<file path="src/hw/pci_macros.svh">
//////////////////////////////
// PCI target constants
//////////////////////////////
`ifndef PCI_MACROS_SVH
`define PCI_MACROS_SVH

// decoded memory window, four words from the base
`define PCI_BASE_ADDR 32'hFFFF_0000
`define PCI_WIN_WORDS 4

// bus field widths
`define PCI_AD_W  32
`define PCI_CBE_W 4
`define PCI_IDX_W 2

// command codes seen on cbe in the address phase
`define PCI_CMD_MEM_READ  4'b0110
`define PCI_CMD_MEM_WRITE 4'b0111
`define PCI_CMD_READ_MULT 4'b1100
`define PCI_CMD_READ_LINE 4'b1110
// write and invalidate behaves as a plain write here
`define PCI_CMD_WRITE_INV 4'b1111

`endif
</file>
<file path="src/hw/pciPkg.sv">
//////////////////////////////
// PCI target types
//////////////////////////////
`include "pci_macros.svh"

package pciPkg;

    // one address or data word
    typedef logic [`PCI_AD_W-1:0] adWord_t;
    // command in the address phase, byte enables after it (1 = byte on)
    typedef logic [`PCI_CBE_W-1:0] cbe_t;
    // index into the four word memory
    typedef logic [`PCI_IDX_W-1:0] wordIdx_t;

    // controller states
    typedef enum logic [2:0] {
        idle,
        otherBusy,
        writeData,
        readTurn,
        readData,
        stopWait
    } ctrlState_t;

    // address phase result, held for the whole transaction
    typedef struct packed {
        logic     hit;
        logic     isRead;
        logic     isWrite;
        logic     unsupported;
        // start word is not word 0
        logic     offStart;
        wordIdx_t startIdx;
    } decodeInfo_t;

    // per cycle strobes from the controller to the datapath
    typedef struct packed {
        logic loadIdx;
        logic wrXfer;
        logic rdXfer;
        logic adDrive;
    } xferCtl_t;

endpackage

</file>
<file path="src/hw/pciTarget.sv">
//////////////////////////////
// PCI memory target
//////////////////////////////
`timescale 1ns/1ns

module pciTarget (
    input  logic            CLK,
    input  logic            REST,
    input  logic            frameN,
    input  logic            irdyN,
    input  pciPkg::adWord_t adIn,
    input  pciPkg::cbe_t    cbe,
    input  logic            parIn,
    output logic            devselN,
    output logic            trdyN,
    output logic            stopN,
    output pciPkg::adWord_t adOut,
    output logic            adOe,
    output logic            parOut,
    output logic            parOe,
    output logic            perrN
);
    import pciPkg::*;

    decodeInfo_t decode;
    xferCtl_t    xfer;
    logic        addrStart;

    // address and command latch
    targetDecode u_targetDecode (
        .CLK       (CLK),
        .REST      (REST),
        .frameN    (frameN),
        .adIn      (adIn),
        .cbe       (cbe),
        .addrStart (addrStart),
        .decode    (decode)
    );

    // bus handshake
    pciTargetCtrl u_pciTargetCtrl (
        .CLK       (CLK),
        .REST      (REST),
        .frameN    (frameN),
        .irdyN     (irdyN),
        .decode    (decode),
        .addrStart (addrStart),
        .xfer      (xfer),
        .devselN   (devselN),
        .trdyN     (trdyN),
        .stopN     (stopN)
    );

    // storage, read word doubles as the ad output value
    targetMemory u_targetMemory (
        .CLK      (CLK),
        .REST     (REST),
        .decode   (decode),
        .xfer     (xfer),
        .adIn     (adIn),
        .cbe      (cbe),
        .readWord (adOut)
    );

    parityUnit u_parityUnit (
        .CLK      (CLK),
        .REST     (REST),
        .xfer     (xfer),
        .adIn     (adIn),
        .readWord (adOut),
        .cbe      (cbe),
        .parIn    (parIn),
        .parOut   (parOut),
        .parOe    (parOe),
        .perrN    (perrN)
    );

    // ad enable comes from the controller strobes
    assign adOe = xfer.adDrive;

endmodule

</file>
<file path="src/hw/parityUnit.sv">
//////////////////////////////
// data parity
//////////////////////////////
`timescale 1ns/1ns

module parityUnit (
    input  logic             CLK,
    input  logic             REST,
    input  pciPkg::xferCtl_t xfer,
    input  pciPkg::adWord_t  adIn,
    input  pciPkg::adWord_t  readWord,
    input  pciPkg::cbe_t     cbe,
    input  logic             parIn,
    output logic             parOut,
    output logic             parOe,
    output logic             perrN
);

    logic wrPar;
    logic chkPend;

    // even parity over ad and cbe
    // read side is driven by the target, write side by the master
    always_ff @(posedge CLK) begin
        if (xfer.rdXfer) begin
            parOut <= ^{readWord, cbe};
        end
        if (xfer.wrXfer) begin
            wrPar <= ^{adIn, cbe};
        end
    end

    always_ff @(posedge CLK or negedge REST) begin
        if (!REST) begin
            parOe   <= 1'b0;
            chkPend <= 1'b0;
            perrN   <= 1'b1;
        end else begin
            // par follows its data by one cycle
            parOe   <= xfer.rdXfer;
            // master parity arrives one cycle after the write transfer
            chkPend <= xfer.wrXfer;
            // one cycle pulse per bad data phase
            perrN   <= !(chkPend && (parIn != wrPar));
        end
    end

endmodule

</file>
<file path="src/hw/targetMemory.sv">
//////////////////////////////
// four word target memory
//////////////////////////////
`timescale 1ns/1ns
`include "pci_macros.svh"

module targetMemory (
    input  logic                CLK,
    input  logic                REST,
    input  pciPkg::decodeInfo_t decode,
    input  pciPkg::xferCtl_t    xfer,
    input  pciPkg::adWord_t     adIn,
    input  pciPkg::cbe_t        cbe,
    output pciPkg::adWord_t     readWord
);
    import pciPkg::*;

    adWord_t  mem [`PCI_WIN_WORDS];
    wordIdx_t idx;

    // burst pointer
    // loads in the address phase, steps on every transfer
    always_ff @(posedge CLK or negedge REST) begin
        if (!REST) begin
            idx <= '0;
        end else if (xfer.loadIdx) begin
            idx <= decode.startIdx;
        end else if (xfer.wrXfer || xfer.rdXfer) begin
            // two bit index wraps after word 3
            idx <= idx + 1'b1;
        end
    end

    // byte masked write at the current index
    always_ff @(posedge CLK) begin
        if (xfer.wrXfer) begin
            for (int b = 0; b < `PCI_CBE_W; b++) begin
                // disabled bytes keep their old value
                if (cbe[b]) begin
                    mem[idx][8*b +: 8] <= adIn[8*b +: 8];
                end
            end
        end
    end

    // word at the pointer goes straight to the bus
    assign readWord = mem[idx];

endmodule

</file>
<file path="src/hw/pciTargetCtrl.sv">
//////////////////////////////
// target controller FSM
//////////////////////////////
`timescale 1ns/1ns

module pciTargetCtrl (
    input  logic                CLK,
    input  logic                REST,
    input  logic                frameN,
    input  logic                irdyN,
    input  pciPkg::decodeInfo_t decode,
    output logic                addrStart,
    output pciPkg::xferCtl_t    xfer,
    output logic                devselN,
    output logic                trdyN,
    output logic                stopN
);
    import pciPkg::*;

    ctrlState_t state;
    ctrlState_t stateNext;
    logic       devselNext;
    logic       trdyNext;
    logic       stopNext;
    logic       driveNext;
    logic       adDrive;
    logic       inData;
    logic       dataXfer;

    // first frame cycle seen from idle is the address phase
    assign addrStart = (state == idle) && !frameN;

    // transfer needs both ready lines low in a data state
    assign inData   = (state == writeData) || (state == readData);
    assign dataXfer = inData && !irdyN && !trdyN;

    always_comb begin
        xfer.loadIdx = addrStart && decode.hit;
        xfer.wrXfer  = dataXfer && (state == writeData);
        xfer.rdXfer  = dataXfer && (state == readData);
        xfer.adDrive = adDrive;
    end

    always_comb begin
        stateNext  = state;
        // outputs rest deasserted unless a state claims them
        devselNext = 1'b1;
        trdyNext   = 1'b1;
        stopNext   = 1'b1;
        driveNext  = 1'b0;
        case (state)
            idle: begin
                if (addrStart) begin
                    if (!decode.hit) begin
                        stateNext = otherBusy;
                    end else if (decode.unsupported) begin
                        // retry, no data
                        stateNext  = stopWait;
                        devselNext = 1'b0;
                        stopNext   = 1'b0;
                    end else if (decode.isWrite) begin
                        stateNext  = writeData;
                        devselNext = 1'b0;
                        trdyNext   = 1'b0;
                        stopNext   = !decode.offStart;
                    end else if (decode.isRead) begin
                        // reads need a turnaround cycle on ad
                        stateNext  = readTurn;
                        devselNext = 1'b0;
                    end
                end
            end
            otherBusy: begin
                // someone else's transaction, wait for bus idle
                if (frameN && irdyN) begin
                    stateNext = idle;
                end
            end
            readTurn: begin
                stateNext  = readData;
                devselNext = 1'b0;
                trdyNext   = 1'b0;
                stopNext   = !decode.offStart;
                driveNext  = 1'b1;
            end
            writeData, readData: begin
                if ((dataXfer && frameN) || (frameN && irdyN)) begin
                    // final transfer, release everything next cycle
                    stateNext = idle;
                end else if (dataXfer && decode.offStart) begin
                    // disconnect with data after one word
                    stateNext  = stopWait;
                    devselNext = 1'b0;
                    stopNext   = 1'b0;
                end else begin
                    // hold through irdy wait states
                    devselNext = 1'b0;
                    trdyNext   = 1'b0;
                    stopNext   = !decode.offStart;
                    driveNext  = (state == readData);
                end
            end
            stopWait: begin
                // keep stop until the master drops frame
                if (frameN) begin
                    stateNext = idle;
                end else begin
                    devselNext = 1'b0;
                    stopNext   = 1'b0;
                end
            end
            default: stateNext = idle;
        endcase
    end

    always_ff @(posedge CLK or negedge REST) begin
        if (!REST) begin
            state   <= idle;
            devselN <= 1'b1;
            trdyN   <= 1'b1;
            stopN   <= 1'b1;
            adDrive <= 1'b0;
        end else begin
            state   <= stateNext;
            devselN <= devselNext;
            trdyN   <= trdyNext;
            stopN   <= stopNext;
            adDrive <= driveNext;
        end
    end

endmodule

</file>
<file path="src/hw/targetDecode.sv">
//////////////////////////////
// address phase decode
//////////////////////////////
`timescale 1ns/1ns
`include "pci_macros.svh"

module targetDecode (
    input  logic                CLK,
    input  logic                REST,
    input  logic                frameN,
    input  pciPkg::adWord_t     adIn,
    input  pciPkg::cbe_t        cbe,
    input  logic                addrStart,
    output pciPkg::decodeInfo_t decode
);
    import pciPkg::*;

    decodeInfo_t decodeNow;
    decodeInfo_t decodeReg;
    adWord_t     offset;
    logic        cmdRead;
    logic        cmdWrite;

    // byte offset of the address from the window base
    assign offset = adIn - `PCI_BASE_ADDR;

    // read family: memory read, read multiple, read line
    assign cmdRead = (cbe == `PCI_CMD_MEM_READ) ||
                     (cbe == `PCI_CMD_READ_MULT) ||
                     (cbe == `PCI_CMD_READ_LINE);
    // write family
    assign cmdWrite = (cbe == `PCI_CMD_MEM_WRITE) ||
                      (cbe == `PCI_CMD_WRITE_INV);

    always_comb begin
        // address only counts while frame is asserted
        // addresses below the base wrap to a large offset and miss
        decodeNow.hit         = !frameN &&
                                (offset[`PCI_AD_W-1:2] < (`PCI_AD_W-2)'(`PCI_WIN_WORDS));
        decodeNow.isRead      = cmdRead;
        decodeNow.isWrite     = cmdWrite;
        decodeNow.unsupported = !(cmdRead || cmdWrite);
        // low two address bits carry burst order, ignored
        decodeNow.startIdx    = offset[`PCI_IDX_W+1:2];
        decodeNow.offStart    = (offset[`PCI_IDX_W+1:2] != '0);
    end

    // hold the decode for the rest of the transaction
    always_ff @(posedge CLK or negedge REST) begin
        if (!REST) begin
            decodeReg <= '0;
        end else if (addrStart) begin
            decodeReg <= decodeNow;
        end
    end

    // live decode in the address phase so the FSM can claim fast
    assign decode = addrStart ? decodeNow : decodeReg;

endmodule

</file>
<file path="config.mk">
export PLATFORM = sky130hd
export DESIGN_NAME = pciTarget
export DESIGN_NICKNAME = d
export VERILOG_FILES = /design/src/hw/pciPkg.sv /design/src/hw/pciTarget.sv /design/src/hw/parityUnit.sv /design/src/hw/targetMemory.sv /design/src/hw/pciTargetCtrl.sv /design/src/hw/targetDecode.sv
export VERILOG_INCLUDE_DIRS = /design/src /design/src/hw
export SDC_FILE = /design/constraint.sdc
export NUM_CORES = 1
export LEC_CHECK = 0
export ABC_AREA = 1
export BUFFER_PORTS_ARGS = -buffer_cell sky130_fd_sc_hd__buf_2
export CAP_MARGIN = 20
export CORE_MARGIN = 1.5
export CORE_UTILIZATION = 23
export CTS_BUF_LIST = sky130_fd_sc_hd__clkbuf_2 sky130_fd_sc_hd__clkbuf_4 sky130_fd_sc_hd__clkbuf_8
export DETAILED_ROUTE_END_ITERATION = 7
export PLACE_DENSITY_LB_ADDON = 0.05
export SLEW_MARGIN = 25
export SYNTH_ARGS = -nofsm -noshare
export SYNTH_HDL_FRONTEND = slang
export SYNTH_SLANG_ARGS = --single-unit
</file>
<file path="constraint.sdc">
create_clock -name CLK -period 5.4 [get_ports CLK]
set_input_delay 1.08 -clock CLK [delete_from_list [all_inputs] [get_ports CLK]]
set_output_delay 1.08 -clock CLK [all_outputs]
set_load 0.02 [all_outputs]
</file>
== Word level (Yosys, flattened, before mapping) ==
Memory sizes are Yosys's and may differ from the RTL's.
Index checks and enable logic that the tools add are counted.

* Equal/unequal tests: 16
* $lt $le $gt $ge: 1
* $add $sub $neg: 2
* Muxes and demuxes: 50
* Reductions and logical operators: 31

{| class="wikitable"
|+ Operator list
! cell !! count
|-
| $reduce_xor A36 Y1 || 2
|-
| $mux W1 || 33
|-
| $sub A32 B32 Y32 const B || 1
|-
| $lt A30 B3 Y1 const B || 1
|-
| $mux W3 || 9
|-
| $pmux W3 S5 || 1
|-
| $eq A4 B4 Y1 const B || 3
|-
| $logic_and A1 B1 Y1 || 11
|-
| $eq A4 B3 Y1 const B || 2
|-
| $pmux W1 S4 || 2
|-
| $logic_or A1 B1 Y1 || 7
|-
| $mux W7 || 1
|-
| $eq A3 B2 Y1 const B || 2
|-
| $eq A3 B3 Y1 const B || 2
|-
| $logic_not A1 Y1 || 6
|-
| $ne A5 B5 Y1 const B || 1
|-
| $reduce_and A5 Y1 || 1
|-
| $mux W2 || 2
|-
| $ne A2 B1 Y1 const B || 2
|-
| $reduce_bool A2 Y1 || 2
|-
| $eq A3 B1 Y1 const B || 1
|-
| $logic_not A3 Y1 || 1
|-
| $ne A3 B1 Y1 const B || 1
|-
| $pmux W1 S3 || 1
|-
| other kinds (5) || 5
|}

* Flip-flop bits (word level): 21
* Logic and storage cells: 118
* Input bits: 41
* Memories kept: 1
* Bits in writable memories: 128

{| class="wikitable"
|+ Memories
! name !! words !! bits a word !! rd ports !! clocked after Yosys merged registers in !! write ports !! line !! text
|-
| u_targetMemory.mem || 4 || 32 || 1 || 0 || 1 || targetMemory.sv:18 || <nowiki>adWord_t mem [`PCI_WIN_WORDS];</nowiki>
|}

== Depth between registers and ports, before layout ==
* Word-level depth: 12
* Gate-level depth with buffers: 20
* Depth with buffers taken out: 18

== Hierarchy ==
From an unflattened synthesis, not the netlist that was laid out.

* Cells, all modules: 1019
* Area, all modules: 8204.1 µm²

{| class="wikitable"
|+ Modules (own cells, without submodules)
! module !! seq. area each (µm²) !! area each (µm²) !! cells each !! instances
|-
| targetMemory || 3893.7 || 5669.2 || 547 || 1
|-
| parityUnit || 136.4 || 1550.2 || 325 || 1
|-
| pciTargetCtrl || 178.9 || 595.6 || 87 || 1
|-
| targetDecode || 175.2 || 389.1 || 60 || 1
|}

== Worst setup path before layout ==
No wires, ideal clock.

* Path type: input -> register
* From: in cbe[0]
* To: reg u_parityUnit.parOut (data pin)
* Stages: 15
* Data required time: 5.148 ns
* Data arrival time: 2.377 ns
* Setup slack: 2.771 ns
* Path buffers: 0
* Setup time: 0.252 ns
* Path through: inv_1 > ha_1 > xnor2_1 > inv_1 > nand3_1 > nand2_1 > nand3b_1 > nand2_1 > nand2_1 > nand2_1 > nand2_1 > nand2_1 > inv_1 > nand2_1 > nand2_1

* Word-level cells in the longest chain between the ends: 1

{| class="wikitable"
|+ Ends and longest elaborated chain
! what !! line !! text
|-
| start, declared || pciTarget.sv:12 || <nowiki>input pciPkg::cbe_t cbe,</nowiki>
|-
| $reduce_xor A36 Y1 || parityUnit.sv:26 || <nowiki>parOut <= ^{readWord, cbe};</nowiki>
|-
| end signal, assigned || parityUnit.sv:26 ||
|-
| end, declared || parityUnit.sv:14 || <nowiki>output logic parOut,</nowiki>
|}

No other way between the ends.
A chain may end at the register's enable or synchronous reset.

== Final worst setup path ==
* From: reg u_targetMemory.idx[0]
* To: out adOut[16]

* Word-level cells in the longest chain between the ends: 1

{| class="wikitable"
|+ Ends and longest elaborated chain
! what !! line !! text
|-
| start, declared || targetMemory.sv:19 || <nowiki>wordIdx_t idx;</nowiki>
|-
| start signal, assigned || targetMemory.sv:27 || <nowiki>idx <= decode.startIdx;</nowiki>
|-
| start signal, assigned || targetMemory.sv:30 || <nowiki>idx <= idx + 1'b1;</nowiki>
|-
| $mem_v2 Z4 W32 || n/a ||
|-
| end, declared || pciTarget.sv:17 || <nowiki>output pciPkg::adWord_t adOut,</nowiki>
|}

No other way between the ends.

==> out/results.tsv <==
stage	metric	value	unit
cells_and_area	layout cells sized above 1	15.5	%
critical_path	Worst path max stage delay	610	ps
cts	Hold-fix buffers, CTS	0	
cells_and_area	nets@finish	1016	
cts	H-tree depth	4	
cells_and_area	fin cells	1412	
critical_path	Max FO, Critical Path	65	
global_route	largest net degree at the start of global routing	66	
route	drt wl/cell	16.1	um
cts	CTS tree	built	
sta	setup TNS	0	ps
sta	final setup fails	0	
yosys	Seq cells post-synth	146	
critical_path	R2R setup slack	2440	ps
pwr	VDD IR-drop max	0.000163	V
route	Iter 0 DRT Violations	297	
critical_path	Critical Path End Type	output port	
yosys	Syn Area/Cell	8.87	sq um
floorplanning	die area	0.0348	sq mm
placed_design	Placed Cells incl. Taps	1380	
route	first-pass iteration count of the detailed router	4	
yosys	number of distinct library cells after synthesis	36	
route	drt drc	0	
sta	RSZ-0062 raised after global routing	no	
floorplanning	I/O Pins	80	
sta	clock skew	17.7	ps
placed_design	number of port buffers	79	
yosys	Post-synth EDFFs	130	
yosys	cells after synthesis	873	
pwr	leakage	0.00405	uW
cells_and_area	Multi-input gate area	0.00291	sq mm
global_route	first-pass GRT wire length	35000	um
yosys	Synth warnings	0	
cells_and_area	storage element area	0.00431	sq mm
placed_design	hpwl dp	16300	um
floorplanning	FP Rows	67	
sta	Fmax	294	MHz
sta	Rel. slew slack	34.1	%
route	ANT nets after route	0	
job	Max-Cap Viols	0	
global_route	grt ovf	0	
cells_and_area	ant diodes	0	
yosys	ys async rst share	11.0	%
pwr	Power per Cell Area	492	mW/mm^2
critical_path	CP max stage cell	dfrtp_2	
floorplanning	DIE HEIGHT	187	um
floorplanning	chip width	187	um
route	drt total wl	22700	um
cells_and_area	fill count	3652	
cts	CTS sink count	146	
cts	post-cts resize count	0	
floorplanning	Core Area	0.0334	sq mm
cts	cts bufs inserted	17	
placed_design	gpl congestion	0.711	
yosys	sequential area share after synthesis	55.6	%
cts	postcts setup bufs	0	
yosys	Mapped Area	0.00775	sq mm
critical_path	Worst Path Class, Setup	register to output port	
global_route	vias in the first global route	5596	
global_route	initial antenna violation count	0	
critical_path	Cell Chain, Critical Path	inv_6, nand2_1, nand2_1, nand2_1, nand2_1, buf_2	
critical_path	Startpoint Class	register	
sta	fin crit period	3400	ps
cells_and_area	commonest non-fill, non-tap cell in the layout	nand2_1	
route	Via Count	5695	
cts	CTS root buf	clkbuf_8	
sta	Final Slew Violations	0	
sta	endpoints failing hold	0	
cts	CTS Buffer Depth	2	
yosys	Mapped Nets	938	
cts	clock transition at the registers of the reported paths	100	ps
sta	fin crit share	63.0	%
min_path	Hold Crit Class	register to register	
critical_path	Crit path top cell by count	nand2_1	
cts	Clock Latency Late Sink	460	ps
critical_path	CP arrival	2320	ps
sta	worst slew pin tran	986	ps
cells_and_area	area grow syn2layout	16.6	%
pwr	Design Power	4440	uW
floorplanning	Initial Utilization	23.2	%
status	outcome	finished clean	
route	DR vias/cell	4.03	
critical_path	WP data required	4320	ps
global_route	All-Layer GR Usage	13.5	%
yosys	Most used DFF post-synth	edfxtp_1	
cells_and_area	most frequent cells in the layout	nand2_1 (387), edfxtp_1 (130), inv_1 (85)	
==> Yosys cell counts, types with 2 or more instances <==
| cell | number | share of area, % |
|---|---|---|
| or2_2 | 2 | 0.16 |
| ha_1 | 24 | 3.9 |
| dfrtp_1 | 12 | 3.9 |
| mux2i_1 | 2 | 0.26 |
| nand3_2 | 2 | 0.26 |
| xnor2_1 | 15 | 1.7 |
| o21ai_0 | 7 | 0.45 |
| o21bai_1 | 2 | 0.19 |
| xor2_1 | 12 | 1.4 |
| buf_2 | 11 | 0.71 |
| o21ai_1 | 3 | 0.19 |
| buf_6 | 3 | 0.44 |
| nor2_1 | 35 | 1.7 |
| dfstp_2 | 4 | 1.4 |
| nand4_1 | 5 | 0.40 |
| nand3_1 | 84 | 5.4 |
| nor3_4 | 2 | 0.42 |
| nor2_2 | 6 | 0.48 |
| buf_4 | 10 | 0.97 |
| a21oi_1 | 5 | 0.32 |
| nor3_1 | 2 | 0.13 |
| inv_1 | 85 | 4.1 |
| nand2_1 | 387 | 19 |
| edfxtp_1 | 130 | 50 |
| and2_1 | 2 | 0.16 |
| nand3b_1 | 2 | 0.19 |
| inv_2 | 9 | 0.44 |
| o21ai_2 | 2 | 0.23 |
==> layer usage <==
layer  GRT usage [%]  vias up  share of wire (%)
met5               0        -                  0
met3            2.22       15                2.5
met1            19.1     2644                 51
met4            3.82        0                1.0
met2            21.3       78                 45
li1                -     2958                  -
==> through the flow <==
stage / util, % / setup WS [ps] / area (sq um) / hold WS [ps]
finish: 27.1 / 2000 / 9030 / 435
CTS: 27.1 / 1900 / 9030 / 432
detailed placement: 25.7 / 1940 / 8570 / 394
floorplan: - / 2770 / 7750 / 352
global placement: 25.7 / 1970 / 8570 / 426
global route: 27.1 / 1830 / 9030 / 467
==> worst max-delay path, delay by kind of cell (launching register included) <==
kind / cells / cell delay, ps
simple gates: 4 / 510
flops: 1 / 610
buf+inv: 2 / 730
==> registers in the layout, indices dropped and copies added, names as in the netlist <==
register	count
u_targetMemory.idx	2
u_pciTargetCtrl.state	3
u_parityUnit.perrN	1
u_pciTargetCtrl.stopN	1
u_targetDecode.decodeReg	4
u_pciTargetCtrl.trdyN	1
u_parityUnit.parOut	1
u_parityUnit.wrPar	1
u_pciTargetCtrl.adDrive	1
u_parityUnit.chkPend	1
u_pciTargetCtrl.devselN	1
u_parityUnit.parOe	1
u_targetMemory.mem	128
==> cells by family (layout without fill, tap and decap cells) <==
logic type | Yosys count | after routing | synth area share, %
adder cells (fa/ha/maj) | 24 | 24 | 3.88
AO/OA/AOI/OAI | 23 | 23 | 2.07
multiplexers | 2 | 2 | 0.258
AND/OR/NAND/NOR | 532 | 532 | 28.3
XOR/XNOR | 27 | 27 | 3.05
flip-flops | 146 | 146 | 55.6
buffers and inverters | 119 | 210 | 6.78
==> power by group <==
group / internal [uW] / switching [uW]
Sequential: 1280 / 51.8
Clock: 557 / 461
Combinational: 604 / 1490
Total: 2440 / 2000
==> cell type report <==
| type | instances | area share, % |
|---|---|---|
| Clock buffer | 17 | 2.59 |
| Clock inverter | 15 | 2.48 |
| Inverter | 95 | 4.00 |
| Multi-Input combinational cell | 608 | 32.2 |
| Sequential cell | 146 | 47.8 |
| Tap cell | 448 | 6.21 |
| Timing Repair Buffer | 83 | 4.71 |
==> final timing paths <==
| kind | start | to | depth (start not counted) |
|---|---|---|---|
| min reg2reg | u_parityUnit.chkPend | u_parityUnit.perrN | 1 |
| max | u_targetMemory.idx[0] | adOut[16] | 6 |
| max in group asynchronous | REST | u_pciTargetCtrl.trdyN | 1 |
| min in group asynchronous | REST | u_parityUnit.chkPend | 1 |
| min | u_parityUnit.chkPend | u_parityUnit.perrN | 1 |
| max reg2reg | u_pciTargetCtrl.state[2] | u_targetMemory.mem[1][28] | 9 |
Power figures use the tool's default switching activity.
